===== config.mk =====
export PLATFORM = sky130hd
export DESIGN_NAME = rv_lsu
export DESIGN_NICKNAME = d
export VERILOG_FILES = /design/src/logic/rv_settings.svh /design/src/logic/rv_pkg.sv /design/src/logic/rv_lsu.sv
export SDC_FILE = /design/constraint.sdc
export NUM_CORES = 1
export LEC_CHECK = 0
export ABC_CLOCK_PERIOD_IN_PS = 6150
export BUFFER_PORTS_ARGS = -buffer_cell sky130_fd_sc_hd__buf_4
export CORE_MARGIN = 3
export CORE_UTILIZATION = 32
export CTS_CLUSTER_DIAMETER = 200
export DETAILED_ROUTE_END_ITERATION = 16
export GPL_ROUTABILITY_DRIVEN = 0
export HOLD_SLACK_MARGIN = 0.12
export PLACE_DENSITY = 0.73
export SYNTH_ARGS = -nofsm -noshare
export SYNTH_HDL_FRONTEND = slang
export SYNTH_SLANG_ARGS = --single-unit

===== constraint.sdc =====
create_clock -name clk -period 6.15 [get_ports clk]
set_clock_uncertainty 0.2 [all_clocks]
set_input_delay 0.9225 -clock clk [delete_from_list [all_inputs] [get_ports clk]]
set_output_delay 0.9225 -clock clk [all_outputs]
set_load 0.005 [all_outputs]

===== src/logic/rv_settings.svh =====
`ifndef RV_SETTINGS_SVH
`define RV_SETTINGS_SVH

// first instruction of the main loop
`define RV_RESET_PC 32'h0000_0100

// interrupt handler entry
`define RV_TRAP_VECTOR 32'h0000_0000

// io window, everything below goes to ram
`define RV_IO_BASE 32'h0000_2000
`define RV_IO_KEY_OFFSET 32'h0000_0000
`define RV_IO_ART_OFFSET 32'h0000_0008

// ram depth in 64-bit words
`define RV_RAM_WORDS 512

`endif

===== src/logic/rv_pkg.sv =====
`default_nettype none

package rv_pkg;

    // data, byte address, instruction, register index
    typedef logic [63:0] xlen_t;
    typedef logic [31:0] addr_t;
    typedef logic [31:0] instr_t;
    typedef logic [4:0]  reg_idx_t;

    // requester side of apb
    typedef struct packed {
        logic  psel;
        logic  penable;
        logic  pwrite;
        addr_t paddr;
        xlen_t pwdata;
    } apb_req_t;

    // target side of apb, no pslverr here
    typedef struct packed {
        xlen_t prdata;
        logic  pready;
    } apb_rsp_t;

    // core phases, one instruction in flight
    typedef enum logic [1:0] {
        exec_fetch,
        exec_wait_fetch,
        exec_execute,
        exec_wait_mem
    } exec_state_t;

    // apb requester phases
    typedef enum logic [1:0] {
        apb_idle,
        apb_setup,
        apb_access
    } apb_phase_t;

endpackage

`default_nettype wire


===== src/logic/rv_lsu.sv =====
`timescale 1ns/1ns
`default_nettype none

module rv_lsu import rv_pkg::*; (
    input  wire           clk,
    input  wire           reset,
    input  wire           mem_req,
    input  wire           mem_write,
    input  wire addr_t    mem_addr,
    input  wire xlen_t    mem_wdata,
    output logic          mem_done,
    output xlen_t         mem_rdata,
    output apb_req_t      bus_req,
    input  wire apb_rsp_t bus_rsp,
    input  wire           grant
);

    apb_phase_t phase;
    logic       done;
    logic       wr_q;
    addr_t      addr_q;
    xlen_t      wdata_q;

    // held from setup until pready
    always_comb begin
        bus_req         = '0;
        bus_req.psel    = (phase != apb_idle);
        bus_req.penable = (phase == apb_access);
        bus_req.pwrite  = wr_q;
        bus_req.paddr   = addr_q;
        bus_req.pwdata  = wdata_q;
    end

    assign done = (phase == apb_access) && bus_rsp.pready;

    always_ff @(posedge clk or negedge reset) begin
        if (!reset) begin
            phase    <= apb_idle;
            mem_done <= 1'b0;
        end else begin
            mem_done <= done;
            case (phase)
                apb_idle:   if (mem_req) phase <= apb_setup;
                apb_setup:  if (grant) phase <= apb_access;
                apb_access: if (bus_rsp.pready) phase <= apb_idle;
                default:    phase <= apb_idle;
            endcase
        end
    end

    // latch the request, capture read data
    always_ff @(posedge clk) begin
        if (mem_req && (phase == apb_idle)) begin
            wr_q    <= mem_write;
            addr_q  <= mem_addr;
            wdata_q <= mem_wdata;
        end
        if (done) begin
            mem_rdata <= bus_rsp.prdata;
        end
    end

endmodule

`default_nettype wire


==> qor.txt <==
Tcrit/Tclk final: 0.3857
First DRT Iteration DRCs: 93
Min Tclk post-route: 2.372 ns
Port bufs: 329
Wirelength, routed: 12950 um
Final TNS setup: 0 ns
Clock tree buffer depth: 2
Max-Cap Viols: 0
Initial Utilization: 0.3350
Worst hold path type: register to register
Most common cell after layout, fill and taps aside: buf_4
Synth Register Bits: 164
Crit path DAT: 2.21 ns
Critical path's slowest cell: buf_4
Most frequent cells in the layout: buf_4 (331), edfxtp_1 (161), clkbuf_16 (17)
Cells after Synth: 176
Crit-path max FO: 65
Row count: 44
Worst-path cell chain: or2_1 > nor2_4 > buf_4
Pre-CTS WS: 3.379 ns
Syn nets: 342
Reg clk slew, reported paths: 0.06 ns
Diodes inserted: 0
Mean Syn Cell Area: 28.29 um^2
Synth-to-Final Area Change: 66.08%
First-pass GRT wire length: 17810 um
Final core occ: 0.5564
ANT nets after route: 0
Flop pwr share: 0.502
Crit path launch type: register
Endpoints failing setup: 0
Int Power: 2376 uW
CTS sink cnt: 164
Per-cell routed wire length: 17.91 um
Pwr/cell area: 373.3 nW/um^2
RSZ-0062 raised after global routing: no
Largest net degree at the start of global routing: 66
Vias: 3069
LEAKAGE: 0.003434 uW
Status: completed
Seq/Total Area, Yosys: 0.9859
Overall global routing resource usage: 0.1444
Worst VDD drop: 221.7 uV
Setup crit end kind: register
Drt pass-1 iters: 4
Critical Path RT: 5.98 ns
Post-layout worst setup margin: 3.778 ns
Synthesis Warnings: 0
H-Tree Depth: 4
Syn Std Cell Area: 4980 um^2
# IOs: 330
WS Path Type: register to register
Initial antenna violation count: 0
Post-Place Cells: 690
Die X: 130.7 um
Fraction of layout cells with a size suffix above 1: 0.6716
Sw Ratio: 0.2306
Fillers: 1154
Slew Viols, Final: 0
DRC Markers: 0
Vias in the first global route: 3297
Combinational share of power: 0.171
Final Hold Violating Endpoints: 0
Finished Layout Cells: 723
Synth cell types: 12
Largest stage delay on the critical path: 0.69 ns
CTS buffer count: 17
Clock network power share: 0.327
Fmax: 421.6 MHz
Die Area: 17090 um^2
Core ar.: 14860 um^2
Final net count: 692
Total gr overflow: 0
Worst-Margin Slew: 0.8125 ns
CP top delay family: buffers and inverters
Slew headroom: 0.4583
CTS root buffer: clkbuf_16
Sw power: 712.1 uW
Chip height: 130.7 um
Worst-skew pair later-pin latency: 0.40 ns
Buffers & Inverters on Critical Path: 1
CTS tree: built
Vias per cell: 4.245
==> cells in the mapped netlist <==
cell        n  share of area
a21oi_1     1         0.0010
and2_4      1         0.0018
buf_4       1         0.0015
dfrtp_1     3          0.015
edfxtp_1  161           0.97
inv_1       1        0.00075
inv_2       1        0.00075
nand2b_1    3         0.0038
nand3b_1    1         0.0015
nor2_1      1        0.00075
o21ai_0     1         0.0010
or2_1       1         0.0013
==> registers in the layout (all words and copies together) (netlist names) <==
| register | count |
|---|---|
| mem_done | 1 |
| addr_q | 32 |
| mem_rdata | 64 |
| wdata_q | 64 |
| phase | 2 |
| wr_q | 1 |
==> power by group through the flow <==
stage,registers [uW],logic [uW],clock network [uW]
3_3_place_gp,1570,528,0
4_1_cts,1550,542,1040
3_5_place_dp,1580,540,0
2_1_floorplan,1610,102,0
6_report,1550,529,1010
5_1_grt,1570,574,1080
==> path summary, 6_finish.rpt <==
kind,start,end,slack (ns),depth (start not counted)
setup / recovery,phase[0],wdata_q[1],3.78,3
hold / removal,phase[1],phase[0],0.27,1
setup reg to reg,phase[0],wdata_q[1],3.78,3
hold reg to reg,phase[1],phase[0],0.27,1
max in group asynchronous,reset,phase[1],5.01,2
min in group asynchronous,reset,mem_done,0.65,2
==> cell families (layout without fill, tap and decap cells) <==
logic type / Yosys count / count (layout) / synth area share
AOI/OAI and AO/OA: 2 / 2 / 0.002008
buffers and inverters: 3 / 366 / 0.003014
DFF: 164 / 164 / 0.9859
and+or+nand+nor: 7 / 7 / 0.009047
==> per-layer routing <==
metal	vias up	routed length (um)	track usage	share of wire
met5	-	0	0	0
li1	1412	-	-	-
met2	204	6833	0.2504	0.53
met1	1441	4374	0.1462	0.34
met4	0	144	0.05021	0.011
met3	12	1595	0.08130	0.12
==> area by class of cell <==
| class | count | area [um^2] | area share |
|---|---|---|---|
| tap | 184 | 230.2 | 0.02784 |
| sequential | 164 | 4910 | 0.5936 |
| timing repair buffer | 332 | 2495 | 0.3017 |
| clock inverter | 13 | 132.6 | 0.01604 |
| multi-input combinational | 9 | 62.56 | 0.007564 |
| inverter | 2 | 7.507 | 0.0009077 |
| clock buffer | 19 | 432.9 | 0.05234 |
==> timing repair <==
item / CTS / global route
buffers inserted: 0 / 0
gates resized for setup: 0 / 0
hold buffers: 1 / 0
setup endpoints to repair: 0 / 0
endpoints found under the hold margin: 3 / 0
==> through the flow <==
stage	power, uW	hold WS [ns]	area, um^2
2_1_floorplan	1717	0.2273	4980
3_3_place_gp	2097	0.2416	7695
3_5_place_dp	2116	0.2731	7695
4_1_cts	3133	0.2818	8270
5_1_grt	3228	0.2949	8270
6_report	3088	0.2747	8270
(Power assumes the default switching activity.)
