===== src/logic/rv_settings.svh =====
`ifndef RV_SETTINGS_SVH
`define RV_SETTINGS_SVH

// first instruction of the main loop
`define RV_RESET_PC 32'h0000_0100

// interrupt handler entry
`define RV_TRAP_VECTOR 32'h0000_0000

// io window, everything below goes to ram
`define RV_IO_BASE 32'h0000_2000
`define RV_IO_KEY_OFFSET 32'h0000_0000
`define RV_IO_ART_OFFSET 32'h0000_0008

// ram depth in 64-bit words
`define RV_RAM_WORDS 512

`endif

===== src/logic/rv_pkg.sv =====
`default_nettype none

package rv_pkg;

    // data, byte address, instruction, register index
    typedef logic [63:0] xlen_t;
    typedef logic [31:0] addr_t;
    typedef logic [31:0] instr_t;
    typedef logic [4:0]  reg_idx_t;

    // requester side of apb
    typedef struct packed {
        logic  psel;
        logic  penable;
        logic  pwrite;
        addr_t paddr;
        xlen_t pwdata;
    } apb_req_t;

    // target side of apb, no pslverr here
    typedef struct packed {
        xlen_t prdata;
        logic  pready;
    } apb_rsp_t;

    // core phases, one instruction in flight
    typedef enum logic [1:0] {
        exec_fetch,
        exec_wait_fetch,
        exec_execute,
        exec_wait_mem
    } exec_state_t;

    // apb requester phases
    typedef enum logic [1:0] {
        apb_idle,
        apb_setup,
        apb_access
    } apb_phase_t;

endpackage

`default_nettype wire


===== src/logic/rv_bus_interconnect.sv =====
`timescale 1ns/1ns
`default_nettype none
`include "rv_settings.svh"

module rv_bus_interconnect import rv_pkg::*; (
    input  wire           clk,
    input  wire           reset,
    input  wire apb_req_t fetch_bus_req,
    output apb_rsp_t      fetch_bus_rsp,
    output logic          fetch_grant,
    input  wire apb_req_t lsu_bus_req,
    output apb_rsp_t      lsu_bus_rsp,
    output logic          lsu_grant,
    output apb_req_t      ram_req,
    input  wire apb_rsp_t ram_rsp,
    output apb_req_t      io_req,
    input  wire apb_rsp_t io_rsp
);

    logic     busy;
    logic     owner_lsu;
    logic     to_io;
    apb_req_t sel_req;
    apb_rsp_t tgt_rsp;

    // idle bus: lsu wins a tie; busy bus: owner keeps it
    assign lsu_grant   = busy ? owner_lsu : lsu_bus_req.psel;
    assign fetch_grant = busy ? !owner_lsu : (fetch_bus_req.psel && !lsu_bus_req.psel);

    always_comb begin
        if (lsu_grant) begin
            sel_req = lsu_bus_req;
        end else if (fetch_grant) begin
            sel_req = fetch_bus_req;
        end else begin
            sel_req = '0;
        end
    end

    // address decode
    assign to_io   = (sel_req.paddr >= `RV_IO_BASE);
    assign ram_req = to_io ? '0 : sel_req;
    assign io_req  = to_io ? sel_req : '0;
    assign tgt_rsp = to_io ? io_rsp : ram_rsp;

    // response only to the owner
    assign fetch_bus_rsp = fetch_grant ? tgt_rsp : '0;
    assign lsu_bus_rsp   = lsu_grant ? tgt_rsp : '0;

    always_ff @(posedge clk or negedge reset) begin
        if (!reset) begin
            busy      <= 1'b0;
            owner_lsu <= 1'b0;
        end else if (!busy) begin
            if (lsu_grant || fetch_grant) begin
                busy      <= 1'b1;
                owner_lsu <= lsu_grant;
            end
        end else if (sel_req.penable && tgt_rsp.pready) begin
            // transfer done, release
            busy <= 1'b0;
        end
    end

endmodule

`default_nettype wire


===== config.mk =====
export PLATFORM = sky130hd
export DESIGN_NAME = rv_bus_interconnect
export DESIGN_NICKNAME = d
export VERILOG_FILES = /design/src/logic/rv_pkg.sv /design/src/logic/rv_bus_interconnect.sv
export VERILOG_INCLUDE_DIRS = /design/src /design/src/logic
export SDC_FILE = /design/constraint.sdc
export NUM_CORES = 1
export LEC_CHECK = 0
export BUFFER_PORTS_ARGS = -buffer_cell sky130_fd_sc_hd__buf_4
export CORE_AREA = 2 2 256 258
export CTS_CLUSTER_SIZE = 8
export DETAILED_ROUTE_END_ITERATION = 8
export DIE_AREA = 0 0 258 260
export GPL_ROUTABILITY_DRIVEN = 0
export MAX_ROUTING_LAYER = met4
export PLACE_DENSITY = 0.37
export RECOVER_POWER = 50
export SETUP_SLACK_MARGIN = 0.3
export SKIP_CTS_REPAIR_TIMING = 1
export SLEW_MARGIN = 10
export SYNTH_ARGS = -nofsm -noshare
export SYNTH_HDL_FRONTEND = slang
export SYNTH_SLANG_ARGS = --single-unit

===== constraint.sdc =====
create_clock -name clk -period 2.14 [get_ports clk]
set_input_delay 0.107 -clock clk [delete_from_list [all_inputs] [get_ports clk]]
set_output_delay 0.107 -clock clk [all_outputs]
set_load 0.1 [all_outputs]

==> flow_metrics.py <==
metrics = {
    "status": {
        "status": "finished with violations",
        "violated_checks": "setup timing",
    },
    "floorplanning": {
        "die_area_sq_um": 67100,
        "num_io_pins": 660,
        "die_height_um": 260,
        "initial_utilization": 0.0566,
        "design.core.area_sq_um": 64100,
        "num_rows": 93,
        "die_width_um": 258,
    },
    "yosys": {
        "synth.yosys.seq_area_share": 0.0138,
        "yosys_warnings": 0,
        "number_of_synthesized_register_bits": 2,
        "synth_cell_type_count": 33,
        "synthDominantCellAreaShare": 0.169,
        "synthCells": 659,
        "syn_area_sq_um": 3630,
        "synth.top_cells.by_area": "sky130_fd_sc_hd__nor2_1, sky130_fd_sc_hd__a22oi_1, sky130_fd_sc_hd__a21boi_1, sky130_fd_sc_hd__a21oi_1, sky130_fd_sc_hd__nand3_1",
        "yosysTopAreaCell": "sky130_fd_sc_hd__nor2_1",
        "post_synth.cell_area_avg_sq_um": 5.51,
    },
    "sta": {
        "measured_slew_at_the_worst_slew_check_pin_ps": 783,
        "period_needed_ps": 2640,
        "final.setup.tns_ps": -117610,
        "final_count_of_pins_violating_max_slew": 0,
        "grt_setup_unrepaired": "yes",
        "worst_clock_skew_ps": 0.235,
        "timing.final.crit_share": 1.23,
        "final_hold_viol_count": 0,
        "fmax_mhz": 379,
        "timing.final.ws_setup_ps": -497,
        "setup_viol": 307,
        "fin_hold_ws_ps": 147,
        "timing.max_slew.rel_slack": 0.478,
    },
    "worst_setup_path": {
        "startpoint": "busy",
        "ff_to_ff_setup_slack_ps": -10,
        "worst_path_max_delay_cell": "sky130_fd_sc_hd__dfrtp_1",
        "worstReg2RegStart": "busy",
        "nature_of_the_critical_path_endpoint": "output pin",
        "worst-path-max-fanout": 9,
        "critical_path_depth": 11,
        "crit_top_cell": "sky130_fd_sc_hd__buf_4",
        "crit_buf_inv": 6,
        "critical_path_class": "register to output pin",
        "cp_data_arrival_time_ps": 2530,
        "timing.critical_path.max_delay_family": "buffers and inverters",
        "cp_slowest_stage_delay_ps": 390,
        "setup.worst_path.start_class": "register",
        "regToRegEndpoint": "busy",
        "ff2ff_path_depth": 9,
        "critPathRequiredTime_ps": 2030,
        "path_cells": "mux2i_4, buf_4, nand2_1, buf_4, a22o_4, buf_4, buf_12, o21ai_1, buf_4, a21oi_4, buf_6",
    },
    "place": {
        "detailedPlace.worstSlack_ps": -1050,
        "port-buffer-count": 640,
        "hpwl_um": 36700,
    },
    "final_layout": {
        "final_nets": 1738,
        "final_layout_size_suffix_gt1_frac": 0.819,
        "final_cell_mix": "sky130_fd_sc_hd__buf_4, sky130_fd_sc_hd__buf_12, sky130_fd_sc_hd__nor2_4, sky130_fd_sc_hd__nor2_1, sky130_fd_sc_hd__a22oi_1",
        "layout-area-overhead-vs-synth_pct": 335,
        "final_util": 0.246,
        "final_common_cell": "sky130_fd_sc_hd__buf_4",
    },
    "pwr": {
        "sw_frac_of_total": 0.684,
        "vdd_drop_max_mv": 0.396,
        "power-per-cell-area_nw_per_um2": 644,
        "pwr-share-comb": 0.968,
        "intPower_mw": 3.21,
        "reg_power_frac": 0.005,
        "clockPowerShare": 0.028,
        "static-leakage-power_nw": 6.19,
        "power.net_switching_mw": 6.96,
    },
    "clock_network": {
        "clkSinkCount": 2,
        "cts-htree-levels": 1,
        "cts_root_buffer": "sky130_fd_sc_hd__clkbuf_16",
        "longest_clk_path_bufs": 2,
        "clk-insertion-delay-late_ps": 220,
        "tritoncts": "done",
        "cts_made_buffers": 3,
        "cts.reportedPaths.clkPinSlew_ps": 30,
    },
    "min_path": {
        "worst_hold_depth": 2,
        "holdCritStartpoint": "ram_rsp[0]",
        "hold_path.class": "input port to register",
        "worstHoldEndpoint": "busy",
    },
    "drt": {
        "dr.pass1.iters": 4,
        "initialDrtViolationCount": 401,
        "wl_um": 45600,
        "dr_total_vias": 8321,
        "vias_per_cell": 3.67,
        "antenna_violating_nets_post_route": 0,
        "detail_route.wl_per_cell_um": 20.1,
        "drc": 0,
    },
    "global_routing": {
        "antenna_found_initial": 8,
        "global_route_wire_length_before_repair_um": 59300,
        "grt.overflow.total": 0,
        "globalRouteTotalUtil": 0.122,
        "grt_pass1_vias": 8609,
        "grt_max_degree": 75,
    },
    "job": {
        "timing.max_cap.violations": 0,
    },
}
[power by group through the flow]
stage / logic (mW) / clock network (mW) / registers [mW]
2_1_floorplan: 6.52 / 0 / 0.0443
3_3_place_gp: 8.87 / 0 / 0.0483
3_5_place_dp: 8.85 / 0 / 0.0484
4_1_cts: 8.87 / 0.286 / 0.0484
5_1_grt: 10.1 / 0.288 / 0.0489
6_report: 9.84 / 0.282 / 0.0481
[state kept, by name (all words and copies together), names as in the netlist]
name       count
owner_lsu      1
busy           1
[kinds of logic after synthesis]
kind of cell	synth area share
compound gates	0.545
simple gates	0.290
buf+inv	0.141
mux	0.00931
flops	0.0138
other cells	0.00103
[synthesized netlist by cell type (all sizes together)]
library cell  instances
a21oi                69
a22o                 19
buf                  60
nand2                 3
o2bb2ai               1
nor2                164
a22oi                81
mux2i                 3
dfrtp                 2
o22ai                 1
o21ai                65
or2                   1
inv                   2
nor2b                 2
clkbuf               40
nand3                65
nor3                  1
nand3b                1
nor4                  8
conb                  1
nand4                 2
a21o                  2
a21boi               65
a311oi                1
[layer usage]
layer	routed length [um]	part of all wire	vias up	global-route usage
met4	546	0.012	0	0.0132
met5	0	0	-	-
li1	-	-	3892	-
met1	17000	0.37	3955	0.135
met3	2820	0.062	32	0.0263
met2	25200	0.55	442	0.227
[metrics by stage]
step	power [mW]	cells	instance area (sq um)
detailed placement	8.90	2226	13000
floorplan	6.56	677	6200
CTS	9.21	2229	13000
global route	10.5	2267	15800
global placement	8.92	2226	13000
finish	10.2	2267	15800
[worst max-delay path by stage]
stage | end | slack (ps)
3_3_place_gp | lsu_bus_rsp[6] | -1090
6_report | lsu_bus_rsp[41] | -500
2_1_floorplan | io_req[10] | -1400
4_1_cts | fetch_bus_rsp[10] | -1050
3_5_place_dp | fetch_bus_rsp[10] | -1050
5_1_grt | lsu_bus_rsp[41] | -620
[layout make-up]
cell class                 count  area (sq um)
antenna                        6          15.0
clock buffer                   3          75.1
fill                        6903         48300
inverter                       2          10.0
multi-input combinational    573          6070
sequential                     2          50.0
tap                          855          1070
timing repair buffer         826          8490
(Power assumes the default switching activity.)
