`config.mk`:
```
export PLATFORM = sky130hd
export DESIGN_NAME = rv_fetch
export DESIGN_NICKNAME = d
export VERILOG_FILES = /design/src/logic/rv_settings.svh /design/src/logic/rv_pkg.sv /design/src/logic/rv_fetch.sv
export SDC_FILE = /design/constraint.sdc
export NUM_CORES = 1
export LEC_CHECK = 0
export BUFFER_PORTS_ARGS = -buffer_cell sky130_fd_sc_hd__buf_2
export CORE_AREA = 2 2 91 93
export DETAILED_ROUTE_END_ITERATION = 8
export DIE_AREA = 0 0 93 95
export PLACE_DENSITY = 0.68
export REMOVE_ABC_BUFFERS = 1
export SETUP_SLACK_MARGIN = 0.3
export SLEW_MARGIN = 0
export SYNTH_ARGS = -nofsm -noshare
export SYNTH_HDL_FRONTEND = slang
export SYNTH_SLANG_ARGS = --single-unit
```
`constraint.sdc`:
```
create_clock -name clk -period 3.5 [get_ports clk]
set_clock_uncertainty 0.15 [all_clocks]
set_input_delay 0.525 -clock clk [delete_from_list [all_inputs] [get_ports clk]]
set_output_delay 0.525 -clock clk [all_outputs]
set_load 0.02 [all_outputs]
```
`src/logic/rv_settings.svh`:
```
`ifndef RV_SETTINGS_SVH
`define RV_SETTINGS_SVH

// first instruction of the main loop
`define RV_RESET_PC 32'h0000_0100

// interrupt handler entry
`define RV_TRAP_VECTOR 32'h0000_0000

// io window, everything below goes to ram
`define RV_IO_BASE 32'h0000_2000
`define RV_IO_KEY_OFFSET 32'h0000_0000
`define RV_IO_ART_OFFSET 32'h0000_0008

// ram depth in 64-bit words
`define RV_RAM_WORDS 512

`endif
```
`src/logic/rv_pkg.sv`:
```
`default_nettype none

package rv_pkg;

    // data, byte address, instruction, register index
    typedef logic [63:0] xlen_t;
    typedef logic [31:0] addr_t;
    typedef logic [31:0] instr_t;
    typedef logic [4:0]  reg_idx_t;

    // requester side of apb
    typedef struct packed {
        logic  psel;
        logic  penable;
        logic  pwrite;
        addr_t paddr;
        xlen_t pwdata;
    } apb_req_t;

    // target side of apb, no pslverr here
    typedef struct packed {
        xlen_t prdata;
        logic  pready;
    } apb_rsp_t;

    // core phases, one instruction in flight
    typedef enum logic [1:0] {
        exec_fetch,
        exec_wait_fetch,
        exec_execute,
        exec_wait_mem
    } exec_state_t;

    // apb requester phases
    typedef enum logic [1:0] {
        apb_idle,
        apb_setup,
        apb_access
    } apb_phase_t;

endpackage

`default_nettype wire

```
`src/logic/rv_fetch.sv`:
```
`timescale 1ns/1ns
`default_nettype none

module rv_fetch import rv_pkg::*; (
    input  wire           clk,
    input  wire           reset,
    input  wire           fetch_req,
    input  wire addr_t    pc,
    output logic          instr_valid,
    output instr_t        instr,
    output apb_req_t      bus_req,
    input  wire apb_rsp_t bus_rsp,
    input  wire           grant
);

    apb_phase_t phase;
    logic       done;

    // pc stays stable while the core waits, so it drives paddr directly
    always_comb begin
        bus_req         = '0;
        bus_req.psel    = (phase != apb_idle);
        bus_req.penable = (phase == apb_access);
        bus_req.pwrite  = 1'b0;
        bus_req.paddr   = {pc[31:3], 3'b000};
    end

    assign done = (phase == apb_access) && bus_rsp.pready;

    always_ff @(posedge clk or negedge reset) begin
        if (!reset) begin
            phase       <= apb_idle;
            instr_valid <= 1'b0;
        end else begin
            instr_valid <= done;
            case (phase)
                apb_idle:   if (fetch_req) phase <= apb_setup;
                // wait here until the interconnect grants
                apb_setup:  if (grant) phase <= apb_access;
                apb_access: if (bus_rsp.pready) phase <= apb_idle;
                default:    phase <= apb_idle;
            endcase
        end
    end

    // pick the 32-bit half of the dword
    always_ff @(posedge clk) begin
        if (done) begin
            instr <= pc[2] ? bus_rsp.prdata[63:32] : bus_rsp.prdata[31:0];
        end
    end

endmodule

`default_nettype wire

```
==> impl_metrics.json, run 1 <==
{
  "status": "completed",
  "cap_violations": 0,
  "cts_tree": "done",
  "yosys.area.top_type": "edfxtp_1",
  "total_power_mw": 1.271,
  "cts_resized": 0,
  "detail_route.iter0.violations": 25,
  "synth-edff-count": 32,
  "worst_pin_slew_ps": 1012,
  "dp_hpwl_um": 4215,
  "hold_slack_ps": 307.7,
  "path_cells": "nand2b_1 -> inv_1 -> and2_2",
  "ys_top_cells_by_count": "97 x buf_4, 32 x edfxtp_1, 30 x mux2_4",
  "cts_setup_buffers": 0,
  "start_util": 0.2983,
  "tns_ps": 0,
  "synth_area_sq_um": 2365,
  "slew_headroom": 0.3254,
  "grt_pass1_vias": 1166,
  "grt-ovfl-total": 0,
  "endpoint_kind": "flip-flop",
  "insertion_delay_ps": 280,
  "vias": 1297,
  "ant_nets": 0,
  "dieArea_sq_um": 8835,
  "cp.arrival_ps": 1620,
  "pin_count": 233,
  "n_antenna_cell": 0,
  "grt_pass1_wl_um": 6775,
  "synth-seq-cells": 35,
  "drt_first_pass_iters": 6,
  "worst-path-buf-inv": 1,
  "seq_area_sq_um": 1036,
  "multiInputGateArea_sq_um": 778.2,
  "detail_route.vias_per_cell": 3.583,
  "fin_crit_sh": 0.5303,
  "rows": 33,
  "syn_area_per_cell_sq_um": 13.29,
  "synth_cells": 178,
  "maxSlewViolCount": 0,
  "antenna_found_initial": 0,
  "path_delay_family": "simple AND/OR/NAND/NOR gates",
  "synth_warnings": 0,
  "synth.most_common_cell": "buf_4",
  "ys_top_cells_by_area": "edfxtp_1 41%, buf_4 31%, mux2_4 19%",
  "drt_wl_total_um": 5072,
  "grt_use_total": 0.1083,
  "drc": 0,
  "place.gp.congestion": 0.7110,
  "slowest_stage": "and2_2",
  "die_y_um": 95,
  "wl_per_cell_um": 14.01,
  "cpPeakStageDelay_ps": 650,
  "path_clk_slew_ps": 70,
  "fill_cells": 835,
  "hold_viol": 0,
  "ir_worst_vdd_mv": 0.1624,
  "cts_sinks": 35,
  "fin_ws_ps": 1644,
  "min_period_ps": 1856,
  "core_area_sq_um": 7928,
  "synthFlopType": "edfxtp_1",
  "cts_hold_buf": 1,
  "final_nets": 357,
  "cp.required_ps": 3260,
  "cts.htree.levels": 2,
  "post-place-ws_ps": 1327,
  "fmax_mhz": 538.8,
  "yosys.area.top_type_share": 0.4063,
  "setup_viol": 0,
  "critPathMaxFanout": 33,
  "yosysSeqAreaShare": 0.4381,
  "syn_to_final_growth_pct": 9.841,
  "powerDensity_nw_per_um2": 489.1,
  "cts.path.max_buffers": 2,
  "numCtsBuffers": 5,
  "cts_root_buf": "clkbuf_8",
  "worstSetupPathType": "flip-flop to flip-flop",
  "ys_types": 15,
  "rsz0062_at_grt": "false",
  "layout-drive-gt1-share": 0.5681,
  "grt_start_max_net_pins": 34,
  "hold_path_class": "input pin to flip-flop",
  "synth-async-reset-ratio": 0.08571,
  "die-width_um": 93,
  "port-buffer-count": 104,
  "start_kind": "flip-flop",
  "leakage_nw": 1.309
}
==> worst paths after layout <==
check,start,to,slack (ps),depth (start not counted)
worst max-delay path,phase[0],instr[7],1640,3
worst min-delay path,bus_rsp[0],phase[1],310,2
worst max register to register,phase[0],instr[7],1640,3
worst min register to register,phase[1],phase[0],340,1
max in group asynchronous,reset,phase[0],2680,2
min in group asynchronous,reset,instr_valid,420,2
==> kinds of logic (layout without fill, tap and decap cells) <==
kind of cell / Yosys count / in the layout / synth area share
AO/OA/AOI/OAI: 2 / 2 / 0.004229
buffers and inverters: 102 / 114 / 0.3397
flip-flops: 35 / 35 / 0.4381
multiplexers: 32 / 32 / 0.2000
other: 1 / 68 / 0.001586
AND/OR/NAND/NOR: 6 / 6 / 0.01641
==> per-layer routing <==
metal,GRT usage,up-vias,share of wire,routed length (um)
met2,0.1661,122,0.45,2289
li1,-,588,-,-
met3,0.09497,4,0.19,984
met4,0.04044,2,0.0083,42
met1,0.1008,581,0.33,1698
met5,0.05952,-,0.011,57
==> registers in the layout, summed over array words and instances, names as in the netlist <==
name and flops:
instr 32, instr_valid 1, phase 2
==> worst reg2reg max path: stages, from the launching register on <==
cell,delay (ps)
dfrtp_1,420
nand2b_1,180
inv_1,70
and2_2,650
==> cells in the final DEF, fill, tap and decap left out, drive strengths merged, types with 3 or more instances in the layout <==
master / netlist / layout
mux2: 32 / 32
buf: 101 / 104
conb: 1 / 68
clkbuf: 0 / 6
edfxtp: 32 / 32
nand2b: 3 / 3
dfrtp: 3 / 3
==> report_power, final <==
| part | leakage [nW] | total (mW) | switching [mW] | internal [mW] |
|---|---|---|---|---|
| sequential | 0.330 | 0.549 | 0.0201 | 0.529 |
| clock | 0.0612 | 0.377 | 0.147 | 0.231 |
| combinational | 0.918 | 0.344 | 0.221 | 0.123 |
| total | 1.31 | 1.27 | 0.388 | 0.883 |
==> through the flow <==
stage	area (sq um)	util	std cells
6_report	2597	0.3277	362
5_1_grt	2597	0.3277	362
4_1_cts	2597	0.3277	362
3_5_place_dp	2470	0.3116	353
3_3_place_gp	2470	0.3116	353
2_1_floorplan	1817	-	144
==> layout make-up <==
type | instances | share of cell area
Clock buffer | 6 | 0.03179
Clock inverter | 2 | 0.01349
Inverter | 1 | 0.001445
Multi-Input combinational cell | 108 | 0.2996
Sequential cell | 35 | 0.3988
Tap cell | 105 | 0.05058
Timing Repair Buffer | 105 | 0.2042
No activity file was read; power rests on OpenSTA's default activity.
==> run 2: changes to the inputs <==
- PLACE_DENSITY: 0.68 -> 0.71
- clock period: 3.5 -> 1.6 ns (I/O delays scaled with it)
==> run 2 against run 1 <==
  * Clock power increased by 62%
  * Flip-flop and latch count unchanged
  * Sequential share of layout area fell by 1.9 points
  * Non-clock buffer count rose by 7
  * Hold slack worse by 280 ps
  * Die area did not move
  * Global-route usage increased by 0.54 points
  * Core utilization up 1.6 points
  * Setup slack lost 1500 ps
  * Register-to-register slack worse by 1500 ps
  * Via count rose by 2.6%
  * Critical path type is now flip-flop to primary output
  * Critical endpoint is now bus_req[98]
==> impl_metrics.json, run 2 (synthesized netlist as in run 1, its figures left out) <==
{
  "p_switching_uw": 880.0,
  "dp_hpwl_um": 4384,
  "grt_use_total": 0.1137,
  "fin_crit_sh": 0.9280,
  "start_kind": "flip-flop",
  "internal_power_mw": 1.894,
  "drc": 0,
  "hold_path_class": "input pin to flip-flop",
  "dieArea_sq_um": 8835,
  "grt-ovfl-total": 0,
  "endpoint_kind": "primary output",
  "setup_viol": 0,
  "powerDensity_nw_per_um2": 1018,
  "cts_root_buf": "clkbuf_8",
  "drt_first_pass_iters": 3,
  "grt_pass1_wl_um": 7010,
  "core_area_sq_um": 7928,
  "antenna_found_initial": 0,
  "placed_area_sq_um": 2509,
  "start_util": 0.2983,
  "final_cell_mix": "102 x buf_2, 68 x conb_1, 32 x edfxtp_1",
  "top_register": "instr",
  "cts.path.max_buffers": 2,
  "final_nets": 364,
  "largest_reg_flops": 32,
  "wl_per_cell_um": 14.98,
  "p_seq_frac": 0.434,
  "cp.required_ps": 1210,
  "top_regs": "instr: 32 flops, phase: 2 flops, instr_valid: 1 flops",
  "n_antenna_cell": 0,
  "hold_viol": 0,
  "syn_to_final_growth_pct": 15.24,
  "die-width_um": 93,
  "hold_slack_ps": 28.90,
  "drt_wl_total_um": 5526,
  "cap_violations": 0,
  "fin_area_sq_um": 2725,
  "total_power_mw": 2.774,
  "numCtsBuffers": 5,
  "rows": 33,
  "pin_count": 233,
  "insertion_delay_ps": 280,
  "path_clk_slew_ps": 70,
  "clkPwrFrac": 0.220,
  "status": "completed",
  "vias": 1331,
  "layout-drive-gt1-share": 0.5833,
  "port-buffer-count": 104,
  "worstSetupPathType": "flip-flop to primary output",
  "maxSlewViolCount": 0,
  "p_sw_frac": 0.3172,
  "fmax_mhz": 673.5,
  "final_common_cell": "buf_2",
  "leakage_nw": 1.357,
  "ir_worst_vdd_mv": 0.3417,
  "min_period_ps": 1485,
  "ant_nets": 0,
  "die_y_um": 95,
  "cts.htree.levels": 2,
  "grt_pass1_vias": 1185,
  "grt_start_max_net_pins": 33,
  "cp.arrival_ps": 1090,
  "critPathMaxFanout": 4,
  "tns_ps": 0,
  "cts_tree": "done",
  "combPwrFrac": 0.346,
  "fill_cells": 799,
  "place.gp.congestion": 0.6849,
  "detail_route.vias_per_cell": 3.607,
  "detail_route.iter0.violations": 20,
  "cts_sinks": 35,
  "rsz0062_at_grt": "true"
}
## run 2: cell type report
type / count / area, sq um / share of cell area
sequential: 35 / 1036 / 0.3802
multi-input combinational: 108 / 789.5 / 0.2897
timing repair buffer: 112 / 679.4 / 0.2493
tap: 105 / 131.4 / 0.04821
clock buffer: 6 / 72.57 / 0.02663
clock inverter: 2 / 12.51 / 0.004591
inverter: 1 / 3.754 / 0.001377
## run 2: what timing repair did
item,4_1_cts,5_1_grt
setup endpoints to repair,34,35
pin swaps,0,1
setup buffers,2,0
resized for setup,8,2
hold buffers,1,0
endpoints found under the hold margin,3,0
gates cloned,1,2
## run 2: final timing paths
path,start,end,slack [ps],cells past startpoint
worst max-delay path,phase[1],bus_req[98],120,2
worst min-delay path,bus_rsp[0],phase[1],30,2
worst max register to register,phase[0],instr[23],140,4
worst min register to register,phase[1],phase[0],390,1
max in group asynchronous,reset,instr_valid,1030,2
min in group asynchronous,reset,phase[0],160,2
## run 2: through the flow
stage / std cells / util / worst slack [ps]
3_5_place_dp: 355 / 0.3164 / 127.8
5_1_grt: 369 / 0.3438 / 87.36
3_3_place_gp: 355 / 0.3164 / 142.0
2_1_floorplan: 144 / - / -485.7
4_1_cts: 367 / 0.3360 / 129.2
6_report: 369 / 0.3438 / 115.2
## run 2: power by group through the flow
stage	registers [mW]	clock network, mW	logic [mW]
5_1_grt	1.21	0.683	1.03
3_5_place_dp	1.22	0	0.778
2_1_floorplan	1.34	0	0.372
6_report	1.20	0.610	0.959
4_1_cts	1.20	0.638	0.896
3_3_place_gp	1.21	0	0.771
## run 2: worst max-delay path, stage by stage (launching register included)
cell and delay [ps]:
dfrtp_1 440, or2_4 250, buf_6 130
## run 2: metal layers
layer | share of wire | GRT usage | vias up
met2 | 0.43 | 0.1600 | 136
li1 | - | - | 602
met3 | 0.18 | 0.08779 | 6
met5 | 0.010 | 0.05357 | -
met1 | 0.37 | 0.1280 | 585
met4 | 0.0096 | 0.03676 | 2
==> run 3: changes to the inputs <==
--- a/config.mk
+++ b/config.mk
@@ -11,5 +11,4 @@
 export DIE_AREA = 0 0 93 95
 export PLACE_DENSITY = 0.71
-export REMOVE_ABC_BUFFERS = 1
 export SETUP_SLACK_MARGIN = 0.3
 export SLEW_MARGIN = 0
==> constraint.sdc (replaced) <==
create_clock -name clk -period 1.6 [get_ports clk]
set_clock_uncertainty 0.15 [all_clocks]
set_input_delay 0.08 -clock clk [delete_from_list [all_inputs] [get_ports clk]]
set_output_delay 0.08 -clock clk [all_outputs]
set_load 0.02 [all_outputs]
==> run 3 against run 2 <==
  * Flip-flop and latch count did not move
  * Register-to-register slack improved by 70 ps
  * Critical path type is now flip-flop to flip-flop
  * Hold slack got worse by 19 ps
==> impl_metrics.json, run 3 (synthesized netlist as in run 1, its figures left out) <==
{
  "critPathMaxFanout": 17,
  "top_regs": "instr: 32 flops, phase: 2 flops, instr_valid: 1 flops",
  "rr_endpoint": "instr[19]",
  "cpPeakStageDelay_ps": 400,
  "top_register": "instr",
  "hold_slack_ps": 10.01,
  "status": "completed",
  "start_util": 0.2983,
  "vias": 1592,
  "rsz0062_at_grt": "true",
  "cts.htree.levels": 2,
  "powerDensity_nw_per_um2": 847.3,
  "final_cell_mix": "103 x buf_2, 69 x dlygate4sd3_1, 68 x conb_1",
  "holdPathStages": 0,
  "setup_viol": 0,
  "grt_pass1_wl_um": 7714,
  "detail_route.iter0.violations": 26,
  "maxSlewViolCount": 0,
  "start_kind": "flip-flop",
  "worstSetupPathType": "flip-flop to flip-flop",
  "detail_route.vias_per_cell": 3.668,
  "cp.arrival_ps": 1220,
  "fmax_mhz": 721.9,
  "path_clk_slew_ps": 60,
  "numCtsBuffers": 5,
  "place.gp.congestion": 0.5874,
  "grt_use_total": 0.1165,
  "final_nets": 429,
  "antenna_found_initial": 0,
  "worstHoldStart": "pc[9]",
  "die-width_um": 93,
  "grt_pass1_vias": 1599,
  "largest_reg_flops": 32,
  "port-buffer-count": 104,
  "final_common_cell": "buf_2",
  "grt_start_max_net_pins": 33,
  "rows": 33,
  "drc": 0,
  "endpoint_kind": "flip-flop",
  "dieArea_sq_um": 8835,
  "layout-drive-gt1-share": 0.4590,
  "cp.required_ps": 1440,
  "fin_cells": 434,
  "wl_per_cell_um": 12.75,
  "grt-ovfl-total": 0,
  "dp_hpwl_um": 3078,
  "hold_path_class": "input pin to primary output",
  "dp.cells": 355,
  "min_period_ps": 1385,
  "ant_nets": 0,
  "drt_first_pass_iters": 3,
  "leakage_nw": 1.612,
  "r2r_cells": 4,
  "cts_sinks": 35,
  "fill_cells": 734,
  "die_y_um": 95,
  "path_cells": "nand2b_4 -> inv_4 -> and2_4 -> buf_12",
  "syn_to_final_growth_pct": 41.06,
  "drt_wl_total_um": 5535,
  "cts.path.max_buffers": 2,
  "tns_ps": 0,
  "ir_worst_vdd_mv": 0.3128,
  "slowest_stage": "dfrtp_1",
  "fin_crit_sh": 0.8657,
  "n_antenna_cell": 0,
  "core_area_sq_um": 7928,
  "hold_viol": 0,
  "cts_tree": "done",
  "worstReg2RegStart": "phase[0]",
  "r2r_slack_ps": 210,
  "pin_count": 233,
  "cap_violations": 0,
  "cts_root_buf": "clkbuf_8",
  "total_power_mw": 2.826,
  "min_to": "bus_req[73]",
  "insertion_delay_ps": 270
}
## run 3: timing repair
item	in CTS	in global routing
hold buffers	69	0
setup buffers	1	0
gates cloned	1	0
resized for setup	3	1
pin swaps	0	0
endpoints found under the hold margin	37	0
endpoints found under the setup margin	33	34
## run 3: worst max-delay path: cells and delay by family, from the launching register on
family	cells	cell delay [ps]
DFF	1	400
buffers and inverters	2	210
and+or+nand+nor	2	340
## run 3: worst max-delay path by stage
stage | start | end | slack, ps | cells after the start
2_1_floorplan | phase[0] | instr[0] | 150 | 3
6_report | phase[0] | instr[19] | 210 | 4
4_1_cts | phase[0] | instr[19] | 220 | 4
3_5_place_dp | phase[0] | instr[6] | 170 | 4
5_1_grt | phase[0] | instr[19] | 160 | 4
3_3_place_gp | phase[0] | instr[3] | 210 | 4
## run 3: routing by layer
layer / GRT usage / vias to the layer above / wire, um
met3: 0.03751 / 20 / 561
met4: 0.06740 / 0 / 198
li1: - / 731 / -
met1: 0.1008 / 725 / 1800
met2: 0.2313 / 116 / 2974
met5: 0 / - / 0
## run 3: area by class of cell
class                      count  area [sq um]  area share
timing repair buffer         177          1292      0.3875
sequential                    35          1037      0.3110
multi-input combinational    108         787.0      0.2359
tap                          105         131.4     0.03938
clock buffer                   7         76.32     0.02288
inverter                       1         6.256    0.001875
clock inverter                 1         5.005    0.001500
## run 3: where the power goes
group | leakage, nW | switching, mW | internal, mW
registers | 0.329 | 0.0488 | 1.16
clock network | 0.0422 | 0.287 | 0.305
logic | 1.24 | 0.551 | 0.476
total | 1.61 | 0.887 | 1.94
## run 3: metrics by stage
| step | setup slack [ps] | instance area (sq um) | util |
|---|---|---|---|
| after detailed placement | 171.9 | 2521 | 0.3180 |
| after global placement | 209.2 | 2521 | 0.3180 |
| after floorplan | 152.8 | 2629 | - |
| after CTS | 215.5 | 3334 | 0.4206 |
| after global routing | 162.1 | 3336 | 0.4208 |
| final | 214.8 | 3336 | 0.4208 |
