### src/logic/rv_settings.svh
`ifndef RV_SETTINGS_SVH
`define RV_SETTINGS_SVH

// first instruction of the main loop
`define RV_RESET_PC 32'h0000_0100

// interrupt handler entry
`define RV_TRAP_VECTOR 32'h0000_0000

// io window, everything below goes to ram
`define RV_IO_BASE 32'h0000_2000
`define RV_IO_KEY_OFFSET 32'h0000_0000
`define RV_IO_ART_OFFSET 32'h0000_0008

// ram depth in 64-bit words
`define RV_RAM_WORDS 512

`endif
### src/logic/rv_pkg.sv
`default_nettype none

package rv_pkg;

    // data, byte address, instruction, register index
    typedef logic [63:0] xlen_t;
    typedef logic [31:0] addr_t;
    typedef logic [31:0] instr_t;
    typedef logic [4:0]  reg_idx_t;

    // requester side of apb
    typedef struct packed {
        logic  psel;
        logic  penable;
        logic  pwrite;
        addr_t paddr;
        xlen_t pwdata;
    } apb_req_t;

    // target side of apb, no pslverr here
    typedef struct packed {
        xlen_t prdata;
        logic  pready;
    } apb_rsp_t;

    // core phases, one instruction in flight
    typedef enum logic [1:0] {
        exec_fetch,
        exec_wait_fetch,
        exec_execute,
        exec_wait_mem
    } exec_state_t;

    // apb requester phases
    typedef enum logic [1:0] {
        apb_idle,
        apb_setup,
        apb_access
    } apb_phase_t;

endpackage

`default_nettype wire

### src/logic/rv_io.sv
`timescale 1ns/1ns
`default_nettype none
`include "rv_settings.svh"

module rv_io import rv_pkg::*; (
    input  wire           clk,
    input  wire           reset,
    input  wire apb_req_t req,
    output apb_rsp_t      rsp,
    input  wire xlen_t    key_code,
    output logic          art_valid,
    output xlen_t         art_data
);

    addr_t offset;
    logic  access;
    logic  art_wr;

    assign offset = req.paddr - `RV_IO_BASE;
    assign access = req.psel && req.penable;
    assign art_wr = access && req.pwrite && (offset == `RV_IO_ART_OFFSET);

    // key register is read only, other offsets read zero
    assign rsp.pready = access;
    assign rsp.prdata = (!req.pwrite && (offset == `RV_IO_KEY_OFFSET)) ? key_code : '0;

    // pulse one cycle after the write completes
    always_ff @(posedge clk or negedge reset) begin
        if (!reset) begin
            art_valid <= 1'b0;
        end else begin
            art_valid <= art_wr;
        end
    end

    always_ff @(posedge clk) begin
        if (art_wr) begin
            art_data <= req.pwdata;
        end
    end

endmodule

`default_nettype wire

### config.mk
export PLATFORM = sky130hd
export DESIGN_NAME = rv_io
export DESIGN_NICKNAME = d
export VERILOG_FILES = /design/src/logic/rv_pkg.sv /design/src/logic/rv_io.sv
export VERILOG_INCLUDE_DIRS = /design/src /design/src/logic
export SDC_FILE = /design/constraint.sdc
export NUM_CORES = 1
export LEC_CHECK = 0
export BUFFER_PORTS_ARGS = -buffer_cell sky130_fd_sc_hd__buf_2
export CORE_MARGIN = 2
export CORE_UTILIZATION = 30
export DETAILED_ROUTE_END_ITERATION = 6
export GPL_ROUTABILITY_DRIVEN = 0
export PLACE_DENSITY = 0.67
export SETUP_SLACK_MARGIN = 0.3
export SLEW_MARGIN = 30
export SYNTH_ARGS = -nofsm -noshare
export SYNTH_HDL_FRONTEND = slang
export SYNTH_SLANG_ARGS = --single-unit
export TNS_END_PERCENT = 1
### constraint.sdc
create_clock -name clk -period 2.1 [get_ports clk]
set_clock_uncertainty 0.1 [all_clocks]
set_input_delay 0.105 -clock clk [delete_from_list [all_inputs] [get_ports clk]]
set_output_delay 0.105 -clock clk [all_outputs]
set_load 0.03 [all_outputs]
==> report_table.html, run 1 <==
<table>
<tr><th>Metric</th><th>Value</th></tr>
<tr><th colspan="2">STA</th></tr>
<tr><td>Slew @ Worst Pin</td><td>0.385 ns</td></tr>
<tr><td>Final setup violation count</td><td>approximately 130</td></tr>
<tr><td>Worst path setup slack after routing</td><td>-0.429 ns</td></tr>
<tr><td>Unrepaired setup endpoints after global routing</td><td>yes</td></tr>
<tr><td>Endpoints failing hold</td><td>0</td></tr>
<tr><td>Fin Hold WS</td><td>0.389 ns</td></tr>
<tr><td>Fin crit period</td><td>2.53 ns</td></tr>
<tr><td>Worst-case headroom to the max-slew limit</td><td>74.2%</td></tr>
<tr><td>Fin crit share</td><td>120%</td></tr>
<tr><td>Max-slew violations</td><td>0</td></tr>
<tr><td>Maximum clock frequency</td><td>0.395 GHz</td></tr>
<tr><th colspan="2">Layout</th></tr>
<tr><td>Non-Filler Cell Area, Final</td><td>slightly below 8000 µm²</td></tr>
<tr><td>Share of post-route cells with drive strength above 1</td><td>67.8%</td></tr>
<tr><td>Post-route core utilization</td><td>roughly 65%</td></tr>
<tr><td>Number of inserted filler cells in the final layout</td><td>853</td></tr>
<tr><td>Post-layout net count</td><td>854</td></tr>
<tr><td>Layout-stage area growth over the synthesis result</td><td>113%</td></tr>
<tr><th colspan="2">Setup path</th></tr>
<tr><td>Critical Path Fanout Max</td><td>19</td></tr>
<tr><td>Critical path startpoint</td><td>req[80]</td></tr>
<tr><td>Worst endpoint required time</td><td>around 1.9 ns</td></tr>
<tr><td>CP Data Arrival Time</td><td>2.32 ns</td></tr>
<tr><td>Kind of launch point of the worst setup path</td><td>input port</td></tr>
<tr><td>Critical path class</td><td>input port to output pin</td></tr>
<tr><td>Crit. End Element</td><td>output pin</td></tr>
<tr><th colspan="2">Synthesis</th></tr>
<tr><td>Compound-Gate Fraction of Synth Area</td><td>under 10%</td></tr>
<tr><td>Dominant register cell in the synthesized netlist</td><td>edfxtp_1</td></tr>
<tr><td>Number of synthesized flops with an enable pin</td><td>64</td></tr>
<tr><td>Most frequent cell after synthesis</td><td>nand4_1</td></tr>
<tr><td>Combined area of all synthesized cells</td><td>3690 µm²</td></tr>
<tr><td>Portion of the post-synthesis area used by sequential elements</td><td>52.7%</td></tr>
<tr><td>Synth Area in Adders</td><td>0.339%</td></tr>
<tr><td>Top cell types by occurrence after synthesis</td><td>68 x nand4_1, 64 x edfxtp_1, 51 x nor4_2, 22 x clkbuf_1, 19 x nor4_1</td></tr>
<tr><td>Gate count after technology mapping</td><td>290</td></tr>
<tr><td>Area share of the leading cell type in the synthesized netlist</td><td>a little over half</td></tr>
<tr><td>Proportion of synthesized area in mux cells</td><td>0%</td></tr>
<tr><td>Yosys Warn Count</td><td>0</td></tr>
<tr><td>Biggest area contributors in the synthesized netlist</td><td>edfxtp_1 52%, nor4_2 17%, nand4_1 12%</td></tr>
<tr><td>Seq cells post-synth</td><td>65</td></tr>
<tr><td>Combinational family with the most area after synthesis</td><td>simple AND/OR/NAND/NOR gates</td></tr>
<tr><td>Synth Area in Simple Gates</td><td>37.4%</td></tr>
<tr><td>Post-synth top area cell</td><td>edfxtp_1</td></tr>
<tr><td>Number of distinct library cell variants in the gate-level netlist after synthesis</td><td>36</td></tr>
<tr><td>Post-Synth XOR/XNOR Area</td><td>less than 1%</td></tr>
<tr><td>Mean area per synthesized cell</td><td>12.7 µm²</td></tr>
<tr><td>Async SR Flop Fraction</td><td>1.54%</td></tr>
<tr><td>Net count of the mapped netlist</td><td>456</td></tr>
<tr><th colspan="2">Run status</th></tr>
<tr><td>Run status</td><td>finished with violations</td></tr>
<tr><td>Violations in the final reports</td><td>negative setup slack</td></tr>
<tr><th colspan="2">Die</th></tr>
<tr><td>Number of rows in the core area</td><td>40</td></tr>
<tr><td>Initial Utilization</td><td>a little under a third</td></tr>
<tr><td>Die Span X</td><td>115 µm</td></tr>
<tr><td>Overall die height</td><td>115 µm</td></tr>
<tr><td>Total die area</td><td>13,200 µm²</td></tr>
<tr><td>Area of the core</td><td>roughly 12,000 µm²</td></tr>
<tr><td>I/O pin cnt</td><td>295</td></tr>
<tr><th colspan="2">Placement</th></tr>
<tr><td>Instance area after placement</td><td>5680 µm²</td></tr>
<tr><td>Setup slack at placement</td><td>-0.434 ns</td></tr>
<tr><td>Detailed Place HPWL</td><td>9880 µm</td></tr>
<tr><td>Input/output buffers</td><td>294</td></tr>
<tr><th colspan="2">Clock network</th></tr>
<tr><td>Master cell of the clock root buffer</td><td>clkbuf_16</td></tr>
<tr><td>Clock tree from TritonCTS</td><td>done</td></tr>
<tr><td>Number of buffers inserted during clock tree synthesis</td><td>9</td></tr>
<tr><td>Number of H-tree branching levels</td><td>3</td></tr>
<tr><td>Max Root-Sink Buffers</td><td>2</td></tr>
<tr><td>Clk sinks</td><td>65</td></tr>
<tr><td>Clock-pin slew reported for the worst setup and hold paths after clock tree synthesis</td><td>0.06 ns</td></tr>
<tr><th colspan="2">Route</th></tr>
<tr><td>Drc violations</td><td>0</td></tr>
<tr><td>Number of iterations in the first detailed-routing pass</td><td>4</td></tr>
<tr><td>Number of design-rule violations left by the first detailed-router iteration</td><td>235</td></tr>
<tr><td>WL per Instance</td><td>20.2 µm</td></tr>
<tr><td>Vias after detailed routing</td><td>around 4,500</td></tr>
<tr><td>Routed vias/inst</td><td>5.33</td></tr>
<tr><td>Total wirelength of the detailed-routed design</td><td>16,900 µm</td></tr>
<tr><td>Antenna viol nets, final</td><td>0</td></tr>
<tr><th colspan="2">Global route</th></tr>
<tr><td>Global-route wire length before repair</td><td>22,900 µm</td></tr>
<tr><td>Maximum number of pins on one net before global-route repair</td><td>63</td></tr>
<tr><td>Met3 track demand over resource</td><td>4.64%</td></tr>
<tr><td>GRT Max-Usage Layer</td><td>met2</td></tr>
<tr><td>Via count of the first global-routing pass</td><td>4,374</td></tr>
<tr><td>Antenna violations before repair</td><td>1</td></tr>
<tr><td>Overall fraction of global-route tracks in use</td><td>22.4%</td></tr>
<tr><td>Global routing usage on met1</td><td>24.8%</td></tr>
<tr><td>Met2 global-route usage</td><td>42.3%</td></tr>
<tr><td>Overall overflow remaining after global route</td><td>0</td></tr>
<tr><th colspan="2">Pwr</th></tr>
<tr><td>Power density relative to cell area</td><td>between 400 and 500 nW/µm²</td></tr>
<tr><td>Max rail drop VDD</td><td>0.000311 V</td></tr>
<tr><td>Total leakage power</td><td>around 0.0034 µW</td></tr>
<tr><th colspan="2">Min path</th></tr>
<tr><td>Origin of the worst min-delay path</td><td>req[94]</td></tr>
<tr><td>Number of stages on the worst hold path</td><td>5</td></tr>
<tr><td>Endpoint, Worst Hold</td><td>art_data[13]</td></tr>
<tr><td>Hold WC Path Type</td><td>input port to register</td></tr>
<tr><th colspan="2">Job</th></tr>
<tr><td>Max-cap check violation count</td><td>0</td></tr>
</table>
## layer usage
layer  up-vias  share of wire, %
li1       2032                 -
met1      2148                36
met5         -                 0
met3        45               6.8
met4         0               2.9
met2       261                54
## layout by cell type (no fill, tap or decap), drive strengths merged
cell type    instances
a211oi               1
dlygate4sd3         66
nand2b               2
nor3                 3
clkinv               2
buf                361
xor2                 2
and2                 2
o31a                 1
nand3b               1
dfrtp                1
nor4                71
or2                  1
nor2b                1
or4                  1
nor2                 4
a21oi                4
o31ai                1
bufinv               2
clkinvlp             2
o32ai                1
clkbuf              11
nand3                1
a21bo                1
edfxtp              64
a31oi                2
xnor2                1
nand4               69
bufbuf               1
ha                   1
or3                  2
inv                  4
diode                1
nor4b                6
## stage by stage
stage	std cells	TNS (ns)	power, µW
final	841	-41.18	3610
after global routing	840	-50.01	3730
after CTS	828	-30.42	3540
after detailed placement	733	-49.14	1840
after global placement	733	-46.12	1830
after floorplan	290	-150.33	1600
## critical path: stages
cell,delay (ns)
buf_8,0.10
or3_4,0.41
nor4_4,0.31
a21oi_2,0.11
or3_4,0.43
buf_4,0.16
buf_12,0.16
nor4_2,0.31
buf_4,0.22
## state kept, by name, summed over array words and instances, names as in the netlist
| name | count |
|---|---|
| art_valid | 1 |
| art_data | 64 |
## worst max path at each step
stage | endpoint | slack, ns | depth (start not counted)
global placement | rsp[44] | -0.44 | 8
finish | rsp[58] | -0.43 | 9
detailed placement | rsp[7] | -0.43 | 11
floorplan | art_data[0] | -1.94 | 9
CTS | rsp[64] | -0.29 | 12
global route | rsp[58] | -0.50 | 12
## timing repair
action / 4_1_cts / 5_1_grt
gates resized for setup: 112 / 70
buffers inserted: 7 / 10
cloned: 6 / 2
hold buffers: 66 / 0
pin swaps: 20 / 37
hold endpoints to repair: 65 / 0
setup endpoints to repair: 129 / 129
## cell families after synthesis
family | after synthesis
simple gates | 164
flops | 65
buf+inv | 46
compound gates | 11
xor+xnor | 3
fa+ha+maj | 1
## cell type report
class | instances | area, µm² | share of cell area [%]
multi-input cells | 179 | 2040 | 26.0
repair buffers | 430 | 3330 | 42.4
diodes | 1 | 2.50 | 0.0319
well taps | 147 | 184 | 2.34
clock inverters | 7 | 93.8 | 1.20
clock buffers | 9 | 225 | 2.87
inverters | 3 | 28.8 | 0.366
flip-flops and latches | 65 | 1950 | 24.8
## where the power goes
part / internal, µW / total, µW / switching (µW) / leakage (µW)
registers: 1430 / 1430 / 0.0000000293 / 0.000589
logic: 330 / 623 / 293 / 0.00262
clock network: 1040 / 1560 / 528 / 0.000152
No activity file was read; power rests on OpenSTA's default activity.
==> inputs of run 2 (changes only) <==
--- a/config.mk
+++ b/config.mk
@@ -11,7 +11,6 @@
 export CORE_UTILIZATION = 30
 export DETAILED_ROUTE_END_ITERATION = 6
 export GPL_ROUTABILITY_DRIVEN = 0
-export PLACE_DENSITY = 0.67
 export SETUP_SLACK_MARGIN = 0.3
 export SLEW_MARGIN = 30
 export SYNTH_ARGS = -nofsm -noshare
==> constraint.sdc (replaced) <==
create_clock -name clk -period 2.55 [get_ports clk]
set_clock_uncertainty 0.1 [all_clocks]
set_input_delay 0.1275 -clock clk [delete_from_list [all_inputs] [get_ports clk]]
set_output_delay 0.1275 -clock clk [all_outputs]
set_load 0.03 [all_outputs]
==> report_table.html, run 2 (synthesis gave the netlist of run 1 again) <==
<table>
<tr><th>Metric</th><th>Value</th></tr>
<tr><th colspan="2">Global route</th></tr>
<tr><td>Global-route wire length before repair</td><td>20,000 µm (-12%)</td></tr>
<tr><td>Antenna violations before repair</td><td>0 (-1)</td></tr>
<tr><td>Maximum number of pins on one net before global-route repair</td><td>65 (+3.2%)</td></tr>
<tr><td>Overall fraction of global-route tracks in use</td><td>19.4% (-3.1 points)</td></tr>
<tr><td>Via count of the first global-routing pass</td><td>3,964 (-9.4%)</td></tr>
<tr><td>Overall overflow remaining after global route</td><td>0 (unchanged)</td></tr>
<tr><th colspan="2">Route</th></tr>
<tr><td>WL per Instance</td><td>21.5 µm (+6.5%)</td></tr>
<tr><td>Total wirelength of the detailed-routed design</td><td>17,700 µm (+4.6%)</td></tr>
<tr><td>Number of iterations in the first detailed-routing pass</td><td>4 (unchanged)</td></tr>
<tr><td>Number of design-rule violations left by the first detailed-router iteration</td><td>238 (+1.3%)</td></tr>
<tr><td>Antenna viol nets, final</td><td>0 (unchanged)</td></tr>
<tr><td>Vias after detailed routing</td><td>4,502 (+0.36%)</td></tr>
<tr><td>Drc violations</td><td>0 (unchanged)</td></tr>
<tr><td>Routed vias/inst</td><td>5.45 (+2.2%)</td></tr>
<tr><th colspan="2">Setup path</th></tr>
<tr><td>Kind of launch point of the worst setup path</td><td>input port</td></tr>
<tr><td>Crit. End Element</td><td>output pin</td></tr>
<tr><td>Critical path class</td><td>input port to output pin</td></tr>
<tr><td>CP Data Arrival Time</td><td>2.27 ns (-0.05 ns)</td></tr>
<tr><td>Worst endpoint required time</td><td>2.32 ns (+0.43 ns)</td></tr>
<tr><td>Critical Path Fanout Max</td><td>47 (+28)</td></tr>
<tr><th colspan="2">Job</th></tr>
<tr><td>Max-cap check violation count</td><td>0 (unchanged)</td></tr>
<tr><th colspan="2">Placement</th></tr>
<tr><td>Input/output buffers</td><td>294 (unchanged)</td></tr>
<tr><td>Cell count after placement</td><td>706 (-3.7%)</td></tr>
<tr><td>Detailed Place HPWL</td><td>9460 µm (-4.2%)</td></tr>
<tr><th colspan="2">STA</th></tr>
<tr><td>Final TNS setup</td><td>0 ns (+41.18 ns)</td></tr>
<tr><td>Max-slew violations</td><td>0 (unchanged)</td></tr>
<tr><td>Final setup violation count</td><td>0 (-100%)</td></tr>
<tr><td>Fin crit share</td><td>a little over nine tenths</td></tr>
<tr><td>Slew @ Worst Pin</td><td>0.502 ns (+0.117 ns)</td></tr>
<tr><td>Maximum clock frequency</td><td>~0.4 GHz</td></tr>
<tr><td>Fin crit period</td><td>2.49 ns</td></tr>
<tr><td>Worst-case headroom to the max-slew limit</td><td>66.5% (-7.7 points)</td></tr>
<tr><td>Endpoints failing hold</td><td>0 (unchanged)</td></tr>
<tr><td>Unrepaired setup endpoints after global routing</td><td>yes</td></tr>
<tr><th colspan="2">Layout</th></tr>
<tr><td>Area taken by flip-flops and latches</td><td>1950 µm² (unchanged)</td></tr>
<tr><td>Post-layout net count</td><td>838 (-1.9%)</td></tr>
<tr><td>Most frequent standard cell in the layout excluding fill and tap cells</td><td>buf_2</td></tr>
<tr><td>Layout-stage area growth over the synthesis result</td><td>116%</td></tr>
<tr><td>Share of post-route cells with drive strength above 1</td><td>66.3% (-1.5 points)</td></tr>
<tr><td>Max FFs per register</td><td>64 (unchanged)</td></tr>
<tr><td>Regs by FF count</td><td>art_data (64), art_valid (1)</td></tr>
<tr><td>Largest reg by FF count</td><td>art_data</td></tr>
<tr><td>Highest-count cells in the layout ignoring fill and taps</td><td>228 x buf_2, 68 x nand4_1, 65 x dlygate4sd3_1, 64 x edfxtp_1, 56 x nor4_4</td></tr>
<tr><td>Final Instance Count excl. Fillers</td><td>826 (-1.8%)</td></tr>
<tr><td>Multi-input combinational cell area</td><td>2200 µm² (+8.0%)</td></tr>
<tr><td>Number of inserted filler cells in the final layout</td><td>878 (+2.9%)</td></tr>
<tr><th colspan="2">Clock network</th></tr>
<tr><td>Max Root-Sink Buffers</td><td>2 (unchanged)</td></tr>
<tr><td>Number of buffers inserted during clock tree synthesis</td><td>9 (unchanged)</td></tr>
<tr><td>Clk sinks</td><td>65 (unchanged)</td></tr>
<tr><td>Number of H-tree branching levels</td><td>3 (unchanged)</td></tr>
<tr><td>Clock tree from TritonCTS</td><td>done</td></tr>
<tr><td>Master cell of the clock root buffer</td><td>clkbuf_16</td></tr>
<tr><td>Clock-pin slew reported for the worst setup and hold paths after clock tree synthesis</td><td>0.05 ns (about the same)</td></tr>
<tr><th colspan="2">Min path</th></tr>
<tr><td>Hold WC Path Type</td><td>input port to async pin</td></tr>
<tr><th colspan="2">Die</th></tr>
<tr><td>Die Span X</td><td>115 µm (unchanged)</td></tr>
<tr><td>Total die area</td><td>13,200 µm² (unchanged)</td></tr>
<tr><td>I/O pin cnt</td><td>295 (unchanged)</td></tr>
<tr><td>Area of the core</td><td>12,000 µm² (unchanged)</td></tr>
<tr><td>Initial Utilization</td><td>30.7% (unchanged)</td></tr>
<tr><td>Number of rows in the core area</td><td>40 (unchanged)</td></tr>
<tr><td>Overall die height</td><td>115 µm (unchanged)</td></tr>
<tr><th colspan="2">Pwr</th></tr>
<tr><td>Max rail drop VDD</td><td>0.000253 V (-19%)</td></tr>
<tr><td>Total leakage power</td><td>0.00359 µW (+6.9%)</td></tr>
<tr><td>Power density relative to cell area</td><td>357 nW/µm² (-22%)</td></tr>
<tr><th colspan="2">Run status</th></tr>
<tr><td>Run status</td><td>finished, final reports clean</td></tr>
</table>
==> run 2: changes by cell type in the layout (fill, tap and decap cells not counted), moves of 2 or more <==
cell / before / now
buf_6: 28 / 39
clkbuf_16: 11 / 21
nor4_4: 33 / 56
nor4_2: 35 / 12
inv_6: 2 / 0
buf_12: 12 / 14
buf_4: 86 / 49
buf_16: 8 / 3
buf_2: 224 / 228
==> run 2: metrics by stage <==
stage / setup WS (ns) / hold slack [ns] / total power (µW) / cell area (µm²) / util (%)
after floorplan: -1.51 / -0.268 / 1320 / 3750 / -
after detailed placement: -0.115 / -0.196 / 1500 / 5500 / 45.8
final: 0.0558 / 0.0518 / 2850 / 7980 / 66.4
after CTS: 0.0257 / 0.0418 / 2720 / 6500 / 54.1
after global placement: -0.0823 / -0.196 / 1490 / 5500 / 45.8
after global routing: 0.0150 / 0.0499 / 2950 / 7970 / 66.4
==> run 2: layout make-up <==
cell class,count,share of cell area (%)
Sequential cell,65,24.4
Clock buffer,10,2.87
Clock inverter,6,0.737
Timing Repair Buffer,414,41.6
Multi-Input combinational cell,179,27.6
Inverter,3,0.361
Antenna cell,2,0.0627
Tap cell,147,2.31
==> run 2: layer usage <==
layer,global-route usage [%],vias to the layer above,routed length (µm)
met2,35.1,278,9310
met1,22.3,2159,6210
met3,4.69,64,1470
met4,6.75,0,733
met5,0,-,0
li1,-,2001,-
==> run 2: path summary, 6_finish.rpt <==
check / from / endpoint / slack, ns
setup / recovery: req[79] / rsp[8] / 0.06
hold / removal: reset / art_valid / 0.05
min in group clk: req[94] / art_data[40] / 0.39
max in group asynchronous: reset / art_valid / 2.21
==> run 2: what timing repair did <==
item                                    4_1_cts  5_1_grt
gates resized for setup                      14      222
setup buffers                                 0       14
endpoints found under the setup margin       64      124
hold buffers                                 65        0
endpoints found under the hold margin        65        0
pin swaps                                     0       70
cloned                                        0       23
==> run 2: worst max-delay path: stages <==
cell	delay (ns)
buf_2	0.15
nor3_1	0.43
nand4_1	0.26
a21oi_4	0.26
buf_12	0.25
nand4_1	0.21
nor4_4	0.37
buf_6	0.18
==> run 2: power breakdown <==
part	leakage [µW]	internal (µW)	total (µW)	switching, µW
clock	0.000136	748	1150	403
sequential	0.000589	1170	1170	0.0000000211
combinational	0.00287	271	524	253
